<file path="config.mk">
export PLATFORM = sky130hd
export DESIGN_NAME = decode_stage
export DESIGN_NICKNAME = d
export VERILOG_FILES = /design/src/verilog/rv_decode_pkg.sv /design/src/verilog/alu_dec.sv /design/src/verilog/decode_stage.sv /design/src/verilog/flow_dec.sv /design/src/verilog/idu.sv /design/src/verilog/mem_dec.sv /design/src/verilog/sys_dec.sv
export SDC_FILE = /design/constraint.sdc
export NUM_CORES = 1
export LEC_CHECK = 0
export ABC_AREA = 1
export BUFFER_PORTS_ARGS = -buffer_cell sky130_fd_sc_hd__buf_2
export CORE_MARGIN = 1.5
export CORE_UTILIZATION = 29
export DETAILED_ROUTE_END_ITERATION = 7
export MAX_ROUTING_LAYER = met4
export PLACE_DENSITY_LB_ADDON = 0.08
export SETUP_SLACK_MARGIN = 0.2
export SLEW_MARGIN = 20
export SYNTH_ARGS = -nofsm -noshare
export SYNTH_HDL_FRONTEND = slang
export SYNTH_SLANG_ARGS = --single-unit
</file>
<file path="constraint.sdc">
create_clock -name clk -period 1.5 [get_ports clk]
set_clock_uncertainty 0.1 [all_clocks]
set_input_delay 0.15 -clock clk [delete_from_list [all_inputs] [get_ports clk]]
set_output_delay 0.15 -clock clk [all_outputs]
set_load 0.005 [all_outputs]
</file>
<file path="src/verilog/rv_decode_pkg.sv">
`default_nettype none

package rv_decode_pkg;

    // ----------------------------------------------------------
    // Instruction format views
    // ----------------------------------------------------------

    // Register-register
    typedef struct packed {
        logic [6:0] funct7;
        logic [4:0] rs2;
        logic [4:0] rs1;
        logic [2:0] funct3;
        logic [4:0] rd;
        logic [6:0] opcode;
    } r_fmt_s;

    // Register-immediate, loads, JALR, SYSTEM
    typedef struct packed {
        logic [11:0] imm_11_0;
        logic [4:0]  rs1;
        logic [2:0]  funct3;
        logic [4:0]  rd;
        logic [6:0]  opcode;
    } i_fmt_s;

    // Stores, immediate split around rs2/rs1
    typedef struct packed {
        logic [6:0] imm_11_5;
        logic [4:0] rs2;
        logic [4:0] rs1;
        logic [2:0] funct3;
        logic [4:0] imm_4_0;
        logic [6:0] opcode;
    } s_fmt_s;

    // Branches, bit 11 parked where S puts bit 0
    typedef struct packed {
        logic       imm_12;
        logic [5:0] imm_10_5;
        logic [4:0] rs2;
        logic [4:0] rs1;
        logic [2:0] funct3;
        logic [3:0] imm_4_1;
        logic       imm_11;
        logic [6:0] opcode;
    } b_fmt_s;

    // LUI and AUIPC
    typedef struct packed {
        logic [19:0] imm_31_12;
        logic [4:0]  rd;
        logic [6:0]  opcode;
    } u_fmt_s;

    // JAL
    typedef struct packed {
        logic       imm_20;
        logic [9:0] imm_10_1;
        logic       imm_11;
        logic [7:0] imm_19_12;
        logic [4:0] rd;
        logic [6:0] opcode;
    } j_fmt_s;

    // One word, six readings
    typedef union packed {
        r_fmt_s r_fmt;
        i_fmt_s i_fmt;
        s_fmt_s s_fmt;
        b_fmt_s b_fmt;
        u_fmt_s u_fmt;
        j_fmt_s j_fmt;
    } inst_u;

    // ----------------------------------------------------------
    // Operations
    // ----------------------------------------------------------

    // Zero doubles as the illegal marker
    typedef enum logic [5:0] {
        OPT_NONE = 6'd0,
        OPT_ADD, OPT_SUB, OPT_SLL, OPT_SLT, OPT_SLTU,
        OPT_XOR, OPT_SRL, OPT_SRA, OPT_OR, OPT_AND,
        OPT_ADDI, OPT_SLTI, OPT_SLTIU, OPT_XORI, OPT_ORI,
        OPT_ANDI, OPT_SLLI, OPT_SRLI, OPT_SRAI,
        OPT_LB, OPT_LH, OPT_LW, OPT_LBU, OPT_LHU,
        OPT_SB, OPT_SH, OPT_SW,
        OPT_BEQ, OPT_BNE, OPT_BLT, OPT_BGE, OPT_BLTU, OPT_BGEU,
        OPT_JAL, OPT_JALR, OPT_LUI, OPT_AUIPC,
        OPT_FENCE, OPT_FENCE_I,
        OPT_ECALL, OPT_EBREAK, OPT_MRET,
        OPT_CSRRW, OPT_CSRRS, OPT_CSRRC,
        OPT_CSRRWI, OPT_CSRRSI, OPT_CSRRCI
    } opt_e;

    // Decode result, 66 bits
    typedef struct packed {
        logic        illegal;
        logic [4:0]  rs1;
        logic [4:0]  rs2;
        logic [4:0]  rd;
        logic [31:0] imm;
        logic [11:0] csr;
        opt_e        opt;
    } dec_s;

    // ----------------------------------------------------------
    // Major opcodes
    // ----------------------------------------------------------
    localparam logic [6:0] OPC_LOAD     = 7'b0000011;
    localparam logic [6:0] OPC_MISC_MEM = 7'b0001111;
    localparam logic [6:0] OPC_OP_IMM   = 7'b0010011;
    localparam logic [6:0] OPC_AUIPC    = 7'b0010111;
    localparam logic [6:0] OPC_STORE    = 7'b0100011;
    localparam logic [6:0] OPC_OP       = 7'b0110011;
    localparam logic [6:0] OPC_LUI      = 7'b0110111;
    localparam logic [6:0] OPC_BRANCH   = 7'b1100011;
    localparam logic [6:0] OPC_JALR     = 7'b1100111;
    localparam logic [6:0] OPC_JAL      = 7'b1101111;
    localparam logic [6:0] OPC_SYSTEM   = 7'b1110011;

endpackage

`default_nettype wire

</file>
<file path="src/verilog/alu_dec.sv">
`default_nettype none

module alu_dec import rv_decode_pkg::*; (
    input  inst_u inst,
    output logic  hit,
    output dec_s  dec
);

    logic       is_op;
    logic       is_imm;
    logic       bad;
    logic [2:0] f3;
    logic [6:0] f7;

    assign f3     = inst.r_fmt.funct3;
    assign f7     = inst.r_fmt.funct7;
    assign is_op  = inst.r_fmt.opcode == OPC_OP;
    assign is_imm = inst.i_fmt.opcode == OPC_OP_IMM;
    assign hit    = is_op | is_imm;

    always_comb begin
        dec = '0;
        bad = 1'b0;
        if (is_op) begin
            dec.rs1 = inst.r_fmt.rs1;
            dec.rs2 = inst.r_fmt.rs2;
            dec.rd  = inst.r_fmt.rd;
            // Alternate funct7 only for SUB and SRA
            if (f7 == 7'h20) begin
                bad = (f3 != 3'd0) && (f3 != 3'd5);
            end else begin
                bad = f7 != 7'h00;
            end
            case (f3)
                3'd0:    dec.opt = f7[5] ? OPT_SUB : OPT_ADD;
                3'd1:    dec.opt = OPT_SLL;
                3'd2:    dec.opt = OPT_SLT;
                3'd3:    dec.opt = OPT_SLTU;
                3'd4:    dec.opt = OPT_XOR;
                3'd5:    dec.opt = f7[5] ? OPT_SRA : OPT_SRL;
                3'd6:    dec.opt = OPT_OR;
                default: dec.opt = OPT_AND;
            endcase
        end else if (is_imm) begin
            dec.rs1 = inst.i_fmt.rs1;
            dec.rd  = inst.i_fmt.rd;
            // Sign-extended I immediate
            dec.imm = {{20{inst.i_fmt.imm_11_0[11]}}, inst.i_fmt.imm_11_0};
            case (f3)
                3'd0: dec.opt = OPT_ADDI;
                3'd2: dec.opt = OPT_SLTI;
                3'd3: dec.opt = OPT_SLTIU;
                3'd4: dec.opt = OPT_XORI;
                3'd6: dec.opt = OPT_ORI;
                3'd7: dec.opt = OPT_ANDI;
                3'd1: begin
                    // Shamt sits in the rs2 slot
                    dec.opt = OPT_SLLI;
                    dec.imm = {27'd0, inst.r_fmt.rs2};
                    bad     = f7 != 7'h00;
                end
                default: begin
                    dec.opt = f7[5] ? OPT_SRAI : OPT_SRLI;
                    dec.imm = {27'd0, inst.r_fmt.rs2};
                    bad     = (f7 != 7'h00) && (f7 != 7'h20);
                end
            endcase
        end
        // Bad encoding wipes every field
        if (bad) begin
            dec         = '0;
            dec.illegal = 1'b1;
        end
    end

endmodule

`default_nettype wire

</file>
<file path="src/verilog/decode_stage.sv">
`default_nettype none

module decode_stage import rv_decode_pkg::*; #(
    parameter bit EN_ZICSR = 1'b1
) (
    input  logic  clk,
    input  logic  rst_n,
    input  inst_u inst,
    input  logic  inst_valid,
    output dec_s  dec,
    output logic  dec_valid
);

    // Combinational decode of the incoming word
    dec_s idu_dec;

    idu #(
        .EN_ZICSR (EN_ZICSR)
    ) u_idu (
        .inst (inst),
        .dec  (idu_dec)
    );

    // ----------------------------------------------------------
    // Output register
    // ----------------------------------------------------------
    always_ff @(posedge clk) begin
        if (!rst_n) begin
            dec_valid <= 1'b0;
            dec       <= '0;
        end else begin
            // Strobe delayed by one edge
            dec_valid <= inst_valid;
            // Result held between strobes
            if (inst_valid) begin
                dec <= idu_dec;
            end
        end
    end

endmodule

`default_nettype wire

</file>
<file path="src/verilog/flow_dec.sv">
`default_nettype none

module flow_dec import rv_decode_pkg::*; (
    input  inst_u inst,
    output logic  hit,
    output dec_s  dec
);

    logic bad;

    always_comb begin
        dec = '0;
        hit = 1'b0;
        bad = 1'b0;
        case (inst.r_fmt.opcode)
            OPC_JAL: begin
                hit     = 1'b1;
                dec.opt = OPT_JAL;
                dec.rd  = inst.j_fmt.rd;
                // J immediate, bit 0 always zero
                dec.imm = {{11{inst.j_fmt.imm_20}}, inst.j_fmt.imm_20,
                           inst.j_fmt.imm_19_12, inst.j_fmt.imm_11,
                           inst.j_fmt.imm_10_1, 1'b0};
            end
            OPC_JALR: begin
                hit     = 1'b1;
                dec.opt = OPT_JALR;
                dec.rd  = inst.i_fmt.rd;
                dec.rs1 = inst.i_fmt.rs1;
                dec.imm = {{20{inst.i_fmt.imm_11_0[11]}}, inst.i_fmt.imm_11_0};
                bad     = inst.i_fmt.funct3 != 3'd0;
            end
            OPC_BRANCH: begin
                hit     = 1'b1;
                dec.rs1 = inst.b_fmt.rs1;
                dec.rs2 = inst.b_fmt.rs2;
                // B immediate, bit 11 comes from the rd slot
                dec.imm = {{19{inst.b_fmt.imm_12}}, inst.b_fmt.imm_12,
                           inst.b_fmt.imm_11, inst.b_fmt.imm_10_5,
                           inst.b_fmt.imm_4_1, 1'b0};
                case (inst.b_fmt.funct3)
                    3'd0:    dec.opt = OPT_BEQ;
                    3'd1:    dec.opt = OPT_BNE;
                    3'd4:    dec.opt = OPT_BLT;
                    3'd5:    dec.opt = OPT_BGE;
                    3'd6:    dec.opt = OPT_BLTU;
                    3'd7:    dec.opt = OPT_BGEU;
                    // Funct3 2 and 3 unassigned
                    default: bad = 1'b1;
                endcase
            end
            OPC_LUI, OPC_AUIPC: begin
                hit     = 1'b1;
                // Bit 5 of the opcode tells LUI from AUIPC
                dec.opt = inst.u_fmt.opcode[5] ? OPT_LUI : OPT_AUIPC;
                dec.rd  = inst.u_fmt.rd;
                dec.imm = {inst.u_fmt.imm_31_12, 12'd0};
            end
            default: begin
                hit = 1'b0;
            end
        endcase
        // Keep hit, clear the rest
        if (bad) begin
            dec         = '0;
            dec.illegal = 1'b1;
        end
    end

endmodule

`default_nettype wire

</file>
<file path="src/verilog/idu.sv">
`default_nettype none

module idu import rv_decode_pkg::*; #(
    parameter bit EN_ZICSR = 1'b1
) (
    input  inst_u inst,
    output dec_s  dec
);

    // Group order in the hit vector
    localparam int GRP_ALU  = 0;
    localparam int GRP_FLOW = 1;
    localparam int GRP_MEM  = 2;
    localparam int GRP_SYS  = 3;
    localparam int NUM_GRP  = 4;

    logic [NUM_GRP-1:0] grp_hit;
    dec_s               grp_dec [NUM_GRP];

    // ----------------------------------------------------------
    // Group decoders see the same word
    // ----------------------------------------------------------
    alu_dec u_alu_dec (
        .inst (inst),
        .hit  (grp_hit[GRP_ALU]),
        .dec  (grp_dec[GRP_ALU])
    );

    flow_dec u_flow_dec (
        .inst (inst),
        .hit  (grp_hit[GRP_FLOW]),
        .dec  (grp_dec[GRP_FLOW])
    );

    mem_dec u_mem_dec (
        .inst (inst),
        .hit  (grp_hit[GRP_MEM]),
        .dec  (grp_dec[GRP_MEM])
    );

    sys_dec #(
        .EN_ZICSR (EN_ZICSR)
    ) u_sys_dec (
        .inst (inst),
        .hit  (grp_hit[GRP_SYS]),
        .dec  (grp_dec[GRP_SYS])
    );

    // ----------------------------------------------------------
    // Merge by hit flag
    // ----------------------------------------------------------
    always_comb begin
        dec = '0;
        // One-hot hits select at most one result
        for (int i = 0; i < NUM_GRP; i++) begin
            if (grp_hit[i]) begin
                dec = grp_dec[i];
            end
        end
        // Unclaimed opcodes include every word without 2'b11 low bits
        if (grp_hit == '0) begin
            dec         = '0;
            dec.illegal = 1'b1;
        end
    end

endmodule

`default_nettype wire

</file>
<file path="src/verilog/mem_dec.sv">
`default_nettype none

module mem_dec import rv_decode_pkg::*; (
    input  inst_u inst,
    output logic  hit,
    output dec_s  dec
);

    logic bad;

    always_comb begin
        dec = '0;
        hit = 1'b0;
        bad = 1'b0;
        case (inst.r_fmt.opcode)
            OPC_LOAD: begin
                hit     = 1'b1;
                dec.rd  = inst.i_fmt.rd;
                dec.rs1 = inst.i_fmt.rs1;
                dec.imm = {{20{inst.i_fmt.imm_11_0[11]}}, inst.i_fmt.imm_11_0};
                case (inst.i_fmt.funct3)
                    3'd0:    dec.opt = OPT_LB;
                    3'd1:    dec.opt = OPT_LH;
                    3'd2:    dec.opt = OPT_LW;
                    3'd4:    dec.opt = OPT_LBU;
                    3'd5:    dec.opt = OPT_LHU;
                    default: bad = 1'b1;
                endcase
            end
            OPC_STORE: begin
                hit     = 1'b1;
                dec.rs1 = inst.s_fmt.rs1;
                dec.rs2 = inst.s_fmt.rs2;
                // S immediate rejoined from both halves
                dec.imm = {{20{inst.s_fmt.imm_11_5[6]}}, inst.s_fmt.imm_11_5,
                           inst.s_fmt.imm_4_0};
                case (inst.s_fmt.funct3)
                    3'd0:    dec.opt = OPT_SB;
                    3'd1:    dec.opt = OPT_SH;
                    3'd2:    dec.opt = OPT_SW;
                    default: bad = 1'b1;
                endcase
            end
            OPC_MISC_MEM: begin
                hit    = 1'b1;
                // Fence carries rd only, no immediate
                dec.rd = inst.i_fmt.rd;
                case (inst.i_fmt.funct3)
                    3'd0:    dec.opt = OPT_FENCE;
                    3'd1:    dec.opt = OPT_FENCE_I;
                    default: bad = 1'b1;
                endcase
            end
            default: begin
                hit = 1'b0;
            end
        endcase
        if (bad) begin
            dec         = '0;
            dec.illegal = 1'b1;
        end
    end

endmodule

`default_nettype wire

</file>
<file path="src/verilog/sys_dec.sv">
`default_nettype none

module sys_dec import rv_decode_pkg::*; #(
    parameter bit EN_ZICSR = 1'b1
) (
    input  inst_u inst,
    output logic  hit,
    output dec_s  dec
);

    logic        bad;
    logic [2:0]  f3;
    logic [11:0] f12;

    assign f3  = inst.i_fmt.funct3;
    assign f12 = inst.i_fmt.imm_11_0;
    assign hit = inst.i_fmt.opcode == OPC_SYSTEM;

    always_comb begin
        dec = '0;
        bad = 1'b0;
        if (hit) begin
            if (f3 == 3'd0) begin
                // Privileged group, no operands allowed
                bad = (inst.i_fmt.rs1 != 5'd0) || (inst.i_fmt.rd != 5'd0);
                case (f12)
                    12'h000: dec.opt = OPT_ECALL;
                    12'h001: dec.opt = OPT_EBREAK;
                    12'h302: dec.opt = OPT_MRET;
                    default: bad = 1'b1;
                endcase
            end else if (!EN_ZICSR || f3 == 3'd4) begin
                // No CSR support, or reserved funct3
                bad = 1'b1;
            end else begin
                dec.csr = f12;
                dec.rd  = inst.i_fmt.rd;
                case (f3)
                    3'd1: dec.opt = OPT_CSRRW;
                    3'd2: dec.opt = OPT_CSRRS;
                    3'd3: dec.opt = OPT_CSRRC;
                    3'd5: dec.opt = OPT_CSRRWI;
                    3'd6: dec.opt = OPT_CSRRSI;
                    default: dec.opt = OPT_CSRRCI;
                endcase
                // Funct3 bit 2 picks zimm over rs1
                if (f3[2]) begin
                    dec.imm = {27'd0, inst.i_fmt.rs1};
                end else begin
                    dec.rs1 = inst.i_fmt.rs1;
                end
            end
        end
        if (bad) begin
            dec         = '0;
            dec.illegal = 1'b1;
        end
    end

endmodule

`default_nettype wire
</file>
Yosys cells after proc, flatten, opt, wreduce, memory -nomap -nowiden
Cells that the tools add are included.
{"block": "totals", "regBits": 67, "latchBits": 0, "ram_bits": 0, "mem_bits_ro": 0, "inputBits": 35, "out_inout_bits": 67, "wordCells": 118, "mem_count": 0}
{"block": "classes", "add_sub_neg": 0, "mul": 0, "n_div": 0, "order_cmp": 0, "eq_ne": 23, "n_shift": 0, "muxes": 63, "bitwise": 1, "reduce_logical": 23}
{"operator": "66-bit 2-to-1 mux", "count": 9}
{"operator": "32-bit one-hot mux with 4 select lines", "count": 1}
{"operator": "5-bit 2-to-1 mux", "count": 14}
{"operator": "32-bit 2-to-1 mux", "count": 2}
{"operator": "32-bit one-hot mux with 2 select lines", "count": 1}
{"operator": "55-bit 2-to-1 mux", "count": 1}
{"operator": "5-bit one-hot mux with 5 select lines", "count": 2}
{"operator": "49-bit 2-to-1 mux", "count": 1}
{"operator": "37-bit 2-to-1 mux", "count": 1}
{"operator": "6-bit one-hot mux with 3 select lines", "count": 2}
{"operator": "6-bit one-hot mux with 6 select lines", "count": 1}
{"operator": "5-bit one-hot mux with 7 select lines", "count": 1}
{"operator": "7-bit by 6-bit equality test with 1-bit output (second input constant)", "count": 4}
{"operator": "7-bit equality test (second input constant)", "count": 4}
{"operator": "4-bit one-hot mux with 7 select lines", "count": 1}
{"operator": "6-bit one-hot mux with 4 select lines", "count": 1}
{"operator": "6-bit 2-to-1 mux", "count": 3}
{"operator": "1-bit 2-to-1 mux", "count": 15}
{"operator": "5-bit one-hot mux with 3 select lines", "count": 1}
{"operator": "7-bit by 5-bit equality test with 1-bit output (second input constant)", "count": 2}
{"operator": "12-bit by 1-bit equality test with 1-bit output (second input constant)", "count": 1}
{"operator": "12-bit by 10-bit equality test with 1-bit output (second input constant)", "count": 1}
{"operator": "3-bit equality test (second input constant)", "count": 4}
{"operator": "12-bit zero test", "count": 1}
{"operator": "other kinds (24)", "count": 36}

Depth between registers and ports, before layout
Gate-level depths: netlist of the first run.
{"block": "depth", "depth_word": 11, "ltp_mapped": 13, "ltp_nobuf": 13}

Hierarchy
A second synthesis of the first run with hierarchy kept.
{"block": "unflattened", "hier_cells": 1956, "area_unflattened_um2": 10174.8}
{"mod": "idu", "n_inst": 1, "cells_each": 781, "area_each_um2": 3457.1, "seq_area_each_um2": 0.0}
{"mod": "decode_stage", "n_inst": 1, "cells_each": 421, "area_each_um2": 2747.6, "seq_area_each_um2": 1341.3}
{"mod": "flow_dec", "n_inst": 1, "cells_each": 256, "area_each_um2": 1318.8, "seq_area_each_um2": 0.0}
{"mod": "alu_dec", "n_inst": 1, "cells_each": 173, "area_each_um2": 1001.0, "seq_area_each_um2": 0.0}
{"mod": "mem_dec", "n_inst": 1, "cells_each": 166, "area_each_um2": 867.1, "seq_area_each_um2": 0.0}
{"mod": "sys_dec", "n_inst": 1, "cells_each": 159, "area_each_um2": 783.3, "seq_area_each_um2": 0.0}

Worst setup path after synthesis of the first run
No wires, ideal clock.
{"block": "synth_timing", "kind": "input to register", "from": "input inst[1] in the netlist's numbering", "to": "register dec[49] in the netlist's numbering", "setup_ps": 69, "arrival_time_ps": 1443, "t_required_ps": 1331, "setup_slack_ps": -112, "path_stages": 11, "path_buffers": 1, "path_cell_list": "nand2_1 -> nor2_2 -> nand3_1 -> nand3_1 -> o21ai_4 -> nor2_8 -> inv_4 -> nor2_4 -> buf_6 -> nand2_1 -> a21oi_2"}
{"block": "synth_via", "elab_chain_len": 9, "elab_cells_between_ends": 36, "cone_classes": "11 x eq/ne; 20 x mux; 1 x bitwise; 4 x reduce/logical"}
{"element": "start, declared", "line_no": "decode_stage.sv:8", "text": "input inst_u inst,"}
{"element": "7-bit by 5-bit equality test with 1-bit output", "line_no": "alu_dec.sv:18", "text": "assign is_imm = inst.i_fmt.opcode == OPC_OP_IMM;"}
{"element": "37-bit 2-to-1 mux / 1-bit 2-to-1 mux (equally long branches)", "line_no": "alu_dec.sv:44", "text": "end else if (is_imm) begin"}
{"element": "32-bit 2-to-1 mux / 1-bit 2-to-1 mux (equally long branches)", "line_no": "alu_dec.sv:24", "text": "if (is_op) begin"}
{"element": "66-bit 2-to-1 mux", "line_no": "alu_dec.sv:70", "text": "if (bad) begin"}
{"element": "66-bit 2-to-1 mux (4 in a row)", "line_no": "idu.sv:56", "text": "if (grp_hit[i]) begin"}
{"element": "66-bit 2-to-1 mux *", "line_no": "idu.sv:61", "text": "if (grp_hit == '0) begin"}
{"element": "end signal, assigned", "line_no": "decode_stage.sv:36", "text": "dec <= idu_dec;"}
{"element": "end, declared", "line_no": "decode_stage.sv:10", "text": "output dec_s dec,"}
Every way passes the cells marked *; elsewhere a longest branch is shown, timed or not.
A chain may end at the register's enable or synchronous reset.

Worst setup path after layout of the first run
{"block": "layout_timing", "from": "input inst[2] in the netlist's numbering", "to": "register dec[32] in the netlist's numbering"}
Same word-level chain as after synthesis.

==> summary.txt, run 1 <==
Vias in the first global route = 5486
Max-Cap Viols = 0
Via count = 5622
Total Routing Usage GR = 25.4%
Wire length per cell = 16.9 um
Worst-margin pin slew = 0.433 ns
Sequential share of power = 39.7%
Area added between synthesis and finish = 64.1%
CTS root buffer = clkbuf_16
Worst Path Arrival = 1.64 ns
Highest routed metal layer = met4
Slew Viols, Final = 0
RD Place Congestion = 0.980
Max Clk Rate = 682 MHz
DRT iter0 DRCs = 318
Combinational fraction of design power = 18.9%
Worst-skew pair later-pin latency = 0.34 ns
Initial antenna violation count = 1
Peak supply drop = 0.478 mV
# rows = 44
Min-Delay Path Class = in -> reg
Metal-1 WL = 8.81 mm
Die ar. = 15600 um^2
Clock Tree Buf Depth = 2
Internal power = 0.00323 W
Crit path required time = 1.67 ns
DRT antenna net count = 0
Total core area = 14500 um^2
Met3 wire length = 945 um
PwrDens = 640 nW/um^2
Final hold slack = 0.0124 ns
CP Launch Type = primary input
Fin crit period = 1.47 ns
H-tree depth = 3
Rel. slew slack = 71.2%
Distinct cells, synth = 27
Syn Nets = 774
Final setup violation count = 0
Net Sw Power = 0.00128 W
Post-synthesis average cell area = 5.82 um^2
Initial Util = 29.7%
RSZ-0062 raised after global routing = true
First-pass GRT wire length = 29.9 mm
DRT Wirelength = 19.3 mm
WS Path Type = in -> reg
Share of layout cells above drive strength 1 = 41.9%
Hold Startpoint = inst[29]
Largest net degree at the start of global routing = 44
Gate Count Post-Synth = 739
HPWL after DPL = 15.3 mm
Register area share after synthesis = 31.2%
CTS tree = done
I/O pin total = 102
Worst Reg-to-Reg Cells = 2
Status = finished clean
Worst Path Max Fanout = 11
CTS Sinks = 67
CTS Buf Count = 9
Tot Pwr = 0.00451 W
CP Capture Type = flop
Reg clk slew, reported paths = 0.05 ns
Total grt overflow = 0
Switching share of total power = 28.4%
Initial DRT Pass Iterations = 5
Flops & latches, synth = 67
Clock power frac = 41.3%
Hold Path Stages = 3
Post-DR vias/cell = 4.91
Worst hold endpoint = dec[15]
Post-Syn Area = 4300 um^2
Endpoints failing hold = 0
Die Ht = 125 um
Tcrit/Tclk final = 97.7%
R2r setup slk = 0.77 ns
P_leak = 3.42 nW
Reg-to-reg startpoint = dec[32]
Met2 Wirelength = 9.28 mm
Die span in x = 125 um
Layout Nets = 990
Worst r2r dst = dec[32]
YS warnings = 0
DRC Markers = 0
IO buf count = 101
[cells in the mapped netlist]
| library cell | number | share of area, % |
|---|---|---|
| clkbuf_1 | 25 | 2.2 |
| o22ai_1 | 2 | 0.29 |
| nand4_1 | 8 | 1.2 |
| buf_6 | 2 | 0.52 |
| nand2_1 | 292 | 25 |
| o21ai_0 | 51 | 5.9 |
| nor2_1 | 58 | 5.1 |
| inv_1 | 42 | 3.7 |
| nor3_1 | 2 | 0.23 |
| inv_2 | 6 | 0.52 |
| a21oi_2 | 5 | 1.0 |
| o2111ai_1 | 1 | 0.20 |
| o21ai_4 | 1 | 0.38 |
| nand3_2 | 1 | 0.23 |
| nor2_4 | 2 | 0.52 |
| a31oi_1 | 2 | 0.29 |
| nand3_1 | 75 | 8.7 |
| inv_4 | 1 | 0.15 |
| buf_2 | 8 | 0.93 |
| nor2_8 | 2 | 0.93 |
| a21oi_1 | 73 | 8.5 |
| nor2_2 | 5 | 0.73 |
| nand3b_1 | 2 | 0.35 |
| clkinv_1 | 1 | 0.087 |
| nand2_2 | 4 | 0.58 |
| o21ai_1 | 1 | 0.12 |
| dfxtp_1 | 67 | 31 |
[worst max-delay path, cell delays in order]
cell and delay (ns):
buf_12 0.11, clkinv_8 0.04, nand2_4 0.05, nor2_4 0.22, buf_6 0.15, o21ai_4 0.05, nand3_4 0.07, o21ai_4 0.11
nor2_8 0.16, inv_8 0.06, nor2_4 0.12, buf_12 0.14, nand2_1 0.07, a21oi_2 0.12
[state kept, by name, summed over array words and instances, names as in the netlist]
signal / count
dec: 66
dec_valid: 1
[final cells by class]
type                            count  area (um^2)
Clock buffer                       10          229
Tap cell                          184          230
Sequential cell                    67         1340
Multi-Input combinational cell    589         3230
Timing Repair Buffer              238         1730
Clock inverter                      6         32.5
Antenna cell                        1         2.50
Inverter                           50          262
Fill cell                        1540         7420
[layer usage]
metal | track usage [%] | up-vias
met5 | - | -
met4 | 7.23 | 0
met3 | 4.47 | 27
met2 | 41.8 | 154
met1 | 32.1 | 2610
li1 | - | 2831
[power groups by stage]
stage          logic (W)  registers [W]  clock network (W)
3_3_place_gp    0.000750        0.00183                  0
6_report        0.000855        0.00179            0.00187
2_1_floorplan   0.000346        0.00183                  0
5_1_grt         0.000923        0.00179            0.00198
4_1_cts         0.000800        0.00179            0.00192
3_5_place_dp    0.000748        0.00183                  0
[worst max-delay path by stage]
stage | start | end | slack, ns | depth (start not counted)
after floorplan | inst[1] | dec[30] | 0.04 | 11
after global placement | inst[4] | dec[53] | -0.46 | 12
after detailed placement | inst[2] | dec[32] | -0.44 | 12
after CTS | inst[2] | dec[30] | 0.08 | 13
after global routing | inst[2] | dec[49] | -0.04 | 14
final | inst[2] | dec[32] | 0.03 | 14
[cell families after synthesis]
group                  after synthesis  share of synthesized area (%)
AND/OR/NAND/NOR                    451                           44.0
AO/OA/AOI/OAI                      136                           16.7
buffers and inverters               85                           8.06
flip-flops                          67                           31.2
[what timing repair did]
action,CTS,global route
hold endpoints to repair,2,0
pin swaps,38,42
gates resized for setup,64,88
hold buffers,1,0
endpoints found under the setup margin,65,66
cloned,2,0
setup buffers,4,8
[placed cells by master (no fill, tap or decap), types with 2 or more instances in the layout]
cell type	netlist	final
a21oi_1	73	55
a21oi_2	5	22
buf_12	0	10
buf_2	8	91
buf_4	0	125
buf_6	2	10
clkbuf_16	0	9
clkinv_2	0	5
dfxtp_1	67	67
inv_1	42	32
inv_2	6	7
inv_4	1	4
inv_6	0	3
nand2_1	292	248
nand2_2	4	35
nand2_4	0	11
nand2_8	0	2
nand3_1	75	56
nand3_2	1	12
nand3_4	0	8
nand3b_1	2	2
nand4_1	8	8
nor2_1	58	38
nor2_2	5	12
nor2_4	2	17
nor2_8	2	2
o21ai_0	51	38
o21ai_1	1	7
o21ai_2	0	6
o21ai_4	1	2
o22ai_1	2	2
[metrics by stage]
stage | util, % | cells | area, um^2 | setup WS [ns] | TNS (ns)
finish | 48.7 | 1145 | 7060 | 0.0344 | 0
global route | 48.7 | 1145 | 7060 | -0.0436 | -0.311
CTS | 46.2 | 1136 | 6690 | 0.0842 | 0
detailed placement | 42.3 | 1113 | 6120 | -0.442 | -22.05
global placement | 42.3 | 1113 | 6120 | -0.456 | -20.53
floorplan | - | 739 | 4620 | 0.0423 | 0
Note: power is estimated with default switching activity, not from simulation.
==> inputs of run 2 (changes only) <==
--- a/config.mk
+++ b/config.mk
@@ -7,6 +7,7 @@
 export LEC_CHECK = 0
 export ABC_AREA = 1
 export BUFFER_PORTS_ARGS = -buffer_cell sky130_fd_sc_hd__buf_2
+export CORE_ASPECT_RATIO = 2
 export CORE_MARGIN = 1.5
 export CORE_UTILIZATION = 29
 export DETAILED_ROUTE_END_ITERATION = 7
==> summary.txt, run 2 (synthesized netlist as in run 1, its figures left out) <==
Initial DRT Pass Iterations = 4
Layout Nets = 1012
Biggest regs = dec: 66 flops, dec_valid: 1 flops
Finished Cell Area = 7470 um^2
Top Family by Delay on Critical Path = simple AND/OR/NAND/NOR gates
Status = finished with violations
Clock Tree Buf Depth = 2
PwrDens = 648 nW/um^2
Via count = 5839
DRT iter0 DRCs = 290
Worst-skew pair later-pin latency = 0.34 ns
Worst r2r dst = dec[53]
Crit path required time = 1.62 ns
Total core area = 14400 um^2
Initial antenna violation count = 0
Die Ht = 175 um
Worst-margin pin slew = 0.328 ns
Worst Path Arrival = 1.62 ns
Antenna Diode Count = 0
Total Routing Usage GR = 29.1%
Endpoints failing hold = 0
Slew Viols, Final = 0
Min-Delay Path Class = in -> reg
Tcrit/Tclk final = 100%
Hold Startpoint = inst[10]
Critical path cell sequence = buf_12, inv_16, nand2_8, nor2_8, buf_6, nand3_2, nand2_2, clkinv_4, buf_6, nand2_2, nand2_2, inv_4, o21ai_1, nand3_1, a21oi_2
DRC Markers = 0
Fillers = 1559
Tot Pwr = 0.00484 W
CP Launch Type = primary input
CP peak stage delay = 0.20 ns
H-tree depth = 3
Peak supply drop = 0.393 mV
Area post-placement = 6200 um^2
Post-DR vias/cell = 4.98
Setup tns final = -0.00581 ns
Vias in the first global route = 5951
Reg-to-reg startpoint = dec[53]
Initial Util = 29.8%
Final setup violation count = 1
Pre-CTS setup slack = -0.541 ns
Worst hold endpoint = dec[53]
Worst Path Buf+Inv = 6
Reg clk slew, reported paths = 0.06 ns
RD Place Congestion = 0.982
CTS root buffer = clkbuf_16
P_leak = 3.60 nW
Wire length per cell = 18.3 um
CTS Sinks = 67
DRT Wirelength = 21.5 mm
# rows = 62
Critical path's most frequent cell = nand2_2
Max Clk Rate = 664 MHz
Crit path from = inst[4]
R2r setup slk = 0.78 ns
Fin crit period = 1.51 ns
I/O pin total = 102
Largest net degree at the start of global routing = 66
CTS Buf Count = 9
Area added between synthesis and finish = 73.8%
RSZ-0062 raised after global routing = true
Worst Reg-to-Reg Cells = 2
CTS tree = done
Most common cell after layout, fill and taps aside = nand2_1
Hold Path Stages = 5
DRT antenna net count = 0
First-pass GRT wire length = 32.4 mm
Reg with most FFs = dec
CP Capture Type = flop
Commonest cells after routing, fill and taps aside = nand2_1 (224), buf_4 (129), buf_2 (90)
Share of layout cells above drive strength 1 = 45.7%
WS Path Type = in -> reg
IO buf count = 101
Rel. slew slack = 77.9%
CP max stage cell = nor2_8
Die span in x = 89.1 um
Worst Path Max Fanout = 8
HPWL after DPL = 17.4 mm
Total grt overflow = 0
Largest register FFs = 66
Failing checks = negative setup slack
Post-Route Utilization = 51.8%
Final WS setup = -0.00581 ns
Die ar. = 15600 um^2
Max-Cap Viols = 0
[run 2: cell types whose count changed in the layout (fill, tap and decap cells not counted), sizes merged, moves of 2 or more]
| cell | previous run | this run |
|---|---|---|
| buf | 237 | 257 |
| clkbuf | 10 | 14 |
| clkinv | 6 | 3 |
| inv | 49 | 47 |
[run 2: timing repair]
action,in CTS,in global routing
setup endpoints to repair,66,66
hold endpoints to repair,2,0
setup buffers,17,5
pin swaps,55,42
hold buffers,1,0
gates cloned,4,1
resized for setup,144,74
[run 2: layout make-up]
type	instances	area [um^2]	share of cell area (%)
multi-input cells	590	3340	44.6
repair buffers	259	1990	26.6
flip-flops and latches	67	1340	17.9
inverters	50	270	3.62
clock buffers	13	260	3.48
well taps	192	240	3.21
clock inverters	2	35.0	0.469
[run 2: worst min-delay path, cell delays in order]
cell     delay [ns]
buf_2          0.14
nand2_1        0.07
nand2_1        0.04
nand2_1        0.05
a21oi_1        0.05
[run 2: worst max-delay path by stage]
stage	slack [ns]	depth (start not counted)	endpoint
2_1_floorplan	0.04	11	dec[30]
3_3_place_gp	-0.54	12	dec[54]
3_5_place_dp	-0.54	12	dec[54]
4_1_cts	0.10	13	dec[3]
5_1_grt	-0.09	15	dec[25]
6_report	-0.006	15	dec[25]
[run 2: metrics by stage]
stage	std cells	hold WS (ns)
2_1_floorplan	739	0.148
3_3_place_gp	1130	0.272
3_5_place_dp	1130	0.284
4_1_cts	1167	0.117
5_1_grt	1173	0.136
6_report	1173	0.122
[run 2: report_power, final]
group	switching [W]	total (W)	internal [W]	leakage, nW
combinational	0.000552	0.000933	0.000381	2.91
sequential	0.00000345	0.00179	0.00179	0.540
clock	0.000750	0.00211	0.00136	0.146
[run 2: per-layer routing]
metal / track usage [%] / routed length [um] / share of wire [%] / vias to the layer above
met4: 18.4 / 1490 / 6.9 / 0
met3: 2.36 / 527 / 2.4 / 54
met5: - / 0 / 0 / -
met1: 27.8 / 7360 / 34 / 2755
met2: 53.6 / 12100 / 56 / 148
li1: - / - / - / 2882
==> inputs of run 3 (changes only) <==
--- a/config.mk
+++ b/config.mk
@@ -12,7 +12,6 @@
 export CORE_UTILIZATION = 29
 export DETAILED_ROUTE_END_ITERATION = 7
 export MAX_ROUTING_LAYER = met4
-export PLACE_DENSITY_LB_ADDON = 0.08
 export SETUP_SLACK_MARGIN = 0.2
 export SLEW_MARGIN = 20
 export SYNTH_ARGS = -nofsm -noshare
==> summary.txt, run 3 (synthesized netlist as in run 1, its figures left out) <==
Clock Tree Buf Depth = 2
Worst r2r dst = dec[64]
Peak supply drop = 0.472 mV
Die Ht = 175 um
Vias in the first global route = 5679
Share of layout cells above drive strength 1 = 41.9%
Placed cell count = 1127
Fillers = 1561
Fin crit period = 1.40 ns
Busiest metal layer after global routing = met2
Total core area = 14400 um^2
Antenna Diode Count = 0
Worst Reg-to-Reg Cells = 2
Total grt overflow = 0
Reg with most FFs = dec
PwrDens = 684 nW/um^2
Most common cell after layout, fill and taps aside = nand2_1
DRC Markers = 0
Hold Path Stages = 3
Reg-to-reg startpoint = dec[64]
DRT iter0 DRCs = 269
Rel. slew slack = 80.1%
H-tree depth = 3
Layout Nets = 999
Largest net degree at the start of global routing = 55
Multi-input logic area = 3170 um^2
Wire length per cell = 17.0 um
IO buf count = 101
# rows = 62
Global-route met3 utilization = 2.93%
RSZ-0062 raised after global routing = true
Fin cells = 1161
CP Capture Type = flop
Reg clk slew, reported paths = 0.05 ns
CTS root buffer = clkbuf_16
Met1 Use GR = 25.4%
Slew Viols, Final = 0
Min-Delay Path Class = in -> reg
Worst-skew pair later-pin latency = 0.34 ns
Final setup violation count = 0
HPWL after DPL = 15.9 mm
Crit path from = inst[5]
Met2 usage = 46.0%
Area added between synthesis and finish = 67.5%
RD Place Congestion = 1.04
Worst Path Max Fanout = 6
Pre-CTS setup slack = -0.413 ns
Worst hold endpoint = dec[16]
Hold Startpoint = inst[30]
Setup tns final = 0 ns
Die span in x = 89.1 um
Worst-margin pin slew = 0.298 ns
Post-DR vias/cell = 4.99
Via count = 5798
CTS Buf Count = 9
Commonest cells after routing, fill and taps aside = nand2_1 (248), buf_4 (128), buf_2 (92)
Biggest regs = dec: 66 flops, dec_valid: 1 flops
Post-Route Utilization = 49.9%
Total Routing Usage GR = 26.8%
Worst Path Arrival = 1.57 ns
Initial DRT Pass Iterations = 4
Tcrit/Tclk final = 93.4%
P_leak = 3.48 nW
Endpoints failing hold = 0
Tot Pwr = 0.00492 W
Initial Util = 29.8%
Max-Cap Viols = 0
R2r setup slk = 0.70 ns
Area occupied by registers = 1340 um^2
Max Clk Rate = 714 MHz
Final WS setup = 0.0990 ns
CP Launch Type = primary input
Status = finished clean
DRT Wirelength = 19.8 mm
WS Path Type = in -> reg
I/O pin total = 102
CTS Sinks = 67
Initial antenna violation count = 0
Crit path required time = 1.67 ns
Largest register FFs = 66
DRT antenna net count = 0
CTS tree = done
Die ar. = 15600 um^2
First-pass GRT wire length = 30.0 mm
## run 3: cell count changes in the layout (fill, tap and decap cells not counted), sizes merged
cell | previous run | this run
inv | 47 | 43
clkbuf | 14 | 10
clkinv | 3 | 7
clkinvlp | 1 | 4
bufinv | 1 | 2
nor2 | 70 | 67
buf | 257 | 248
## run 3: how the worst max path moves through the flow
stage | end | slack, ns | cells past startpoint
finish | dec[25] | 0.1 | 12
detailed placement | dec[54] | -0.41 | 13
global placement | dec[5] | -0.38 | 13
CTS | dec[32] | 0.09 | 13
global route | dec[20] | -0.03 | 14
floorplan | dec[30] | 0.04 | 11
## run 3: where the power goes
part / total (W) / switching [W] / internal [W] / leakage, nW
Sequential: 0.00179 / 0.00000394 / 0.00179 / 0.540
Clock: 0.00226 / 0.000800 / 0.00146 / 0.153
Combinational: 0.000876 / 0.000522 / 0.000354 / 2.79
## run 3: layout make-up
class | instances | share of cell area [%]
inverter | 50 | 3.93
timing repair buffer | 249 | 25.6
sequential | 67 | 18.6
multi-input combinational | 587 | 44.1
clock buffer | 10 | 3.18
clock inverter | 6 | 1.25
tap | 192 | 3.34
## run 3: critical path: stages
cell and delay [ns]:
buf_8 0.10, buf_12 0.13, clkinv_8 0.04, nand3_4 0.07, nor2_4 0.18, buf_12 0.14, nand3_4 0.06, nand2_4 0.10
clkinvlp_4 0.16, o21ai_0 0.17, nand3_1 0.13, a21oi_1 0.13
## run 3: repair_timing
action / in CTS / in global routing
cloned: 0 / 0
resized for setup: 86 / 75
hold buffers: 1 / 0
setup endpoints to repair: 65 / 65
buffers inserted: 12 / 5
pin swaps: 25 / 38
endpoints found under the hold margin: 2 / 0
## run 3: layer usage
layer | up-vias | part of all wire (%)
met2 | 169 | 53
li1 | 2849 | -
met4 | 0 | 10
met5 | - | 0
met3 | 103 | 3.3
met1 | 2677 | 33
## run 3: metrics by stage
step           hold slack [ns]  instance area, um^2
6_report                0.0747                 7200
5_1_grt                  0.102                 7200
4_1_cts                 0.0607                 6930
3_5_place_dp             0.294                 6190
3_3_place_gp             0.290                 6190
2_1_floorplan            0.148                 4620
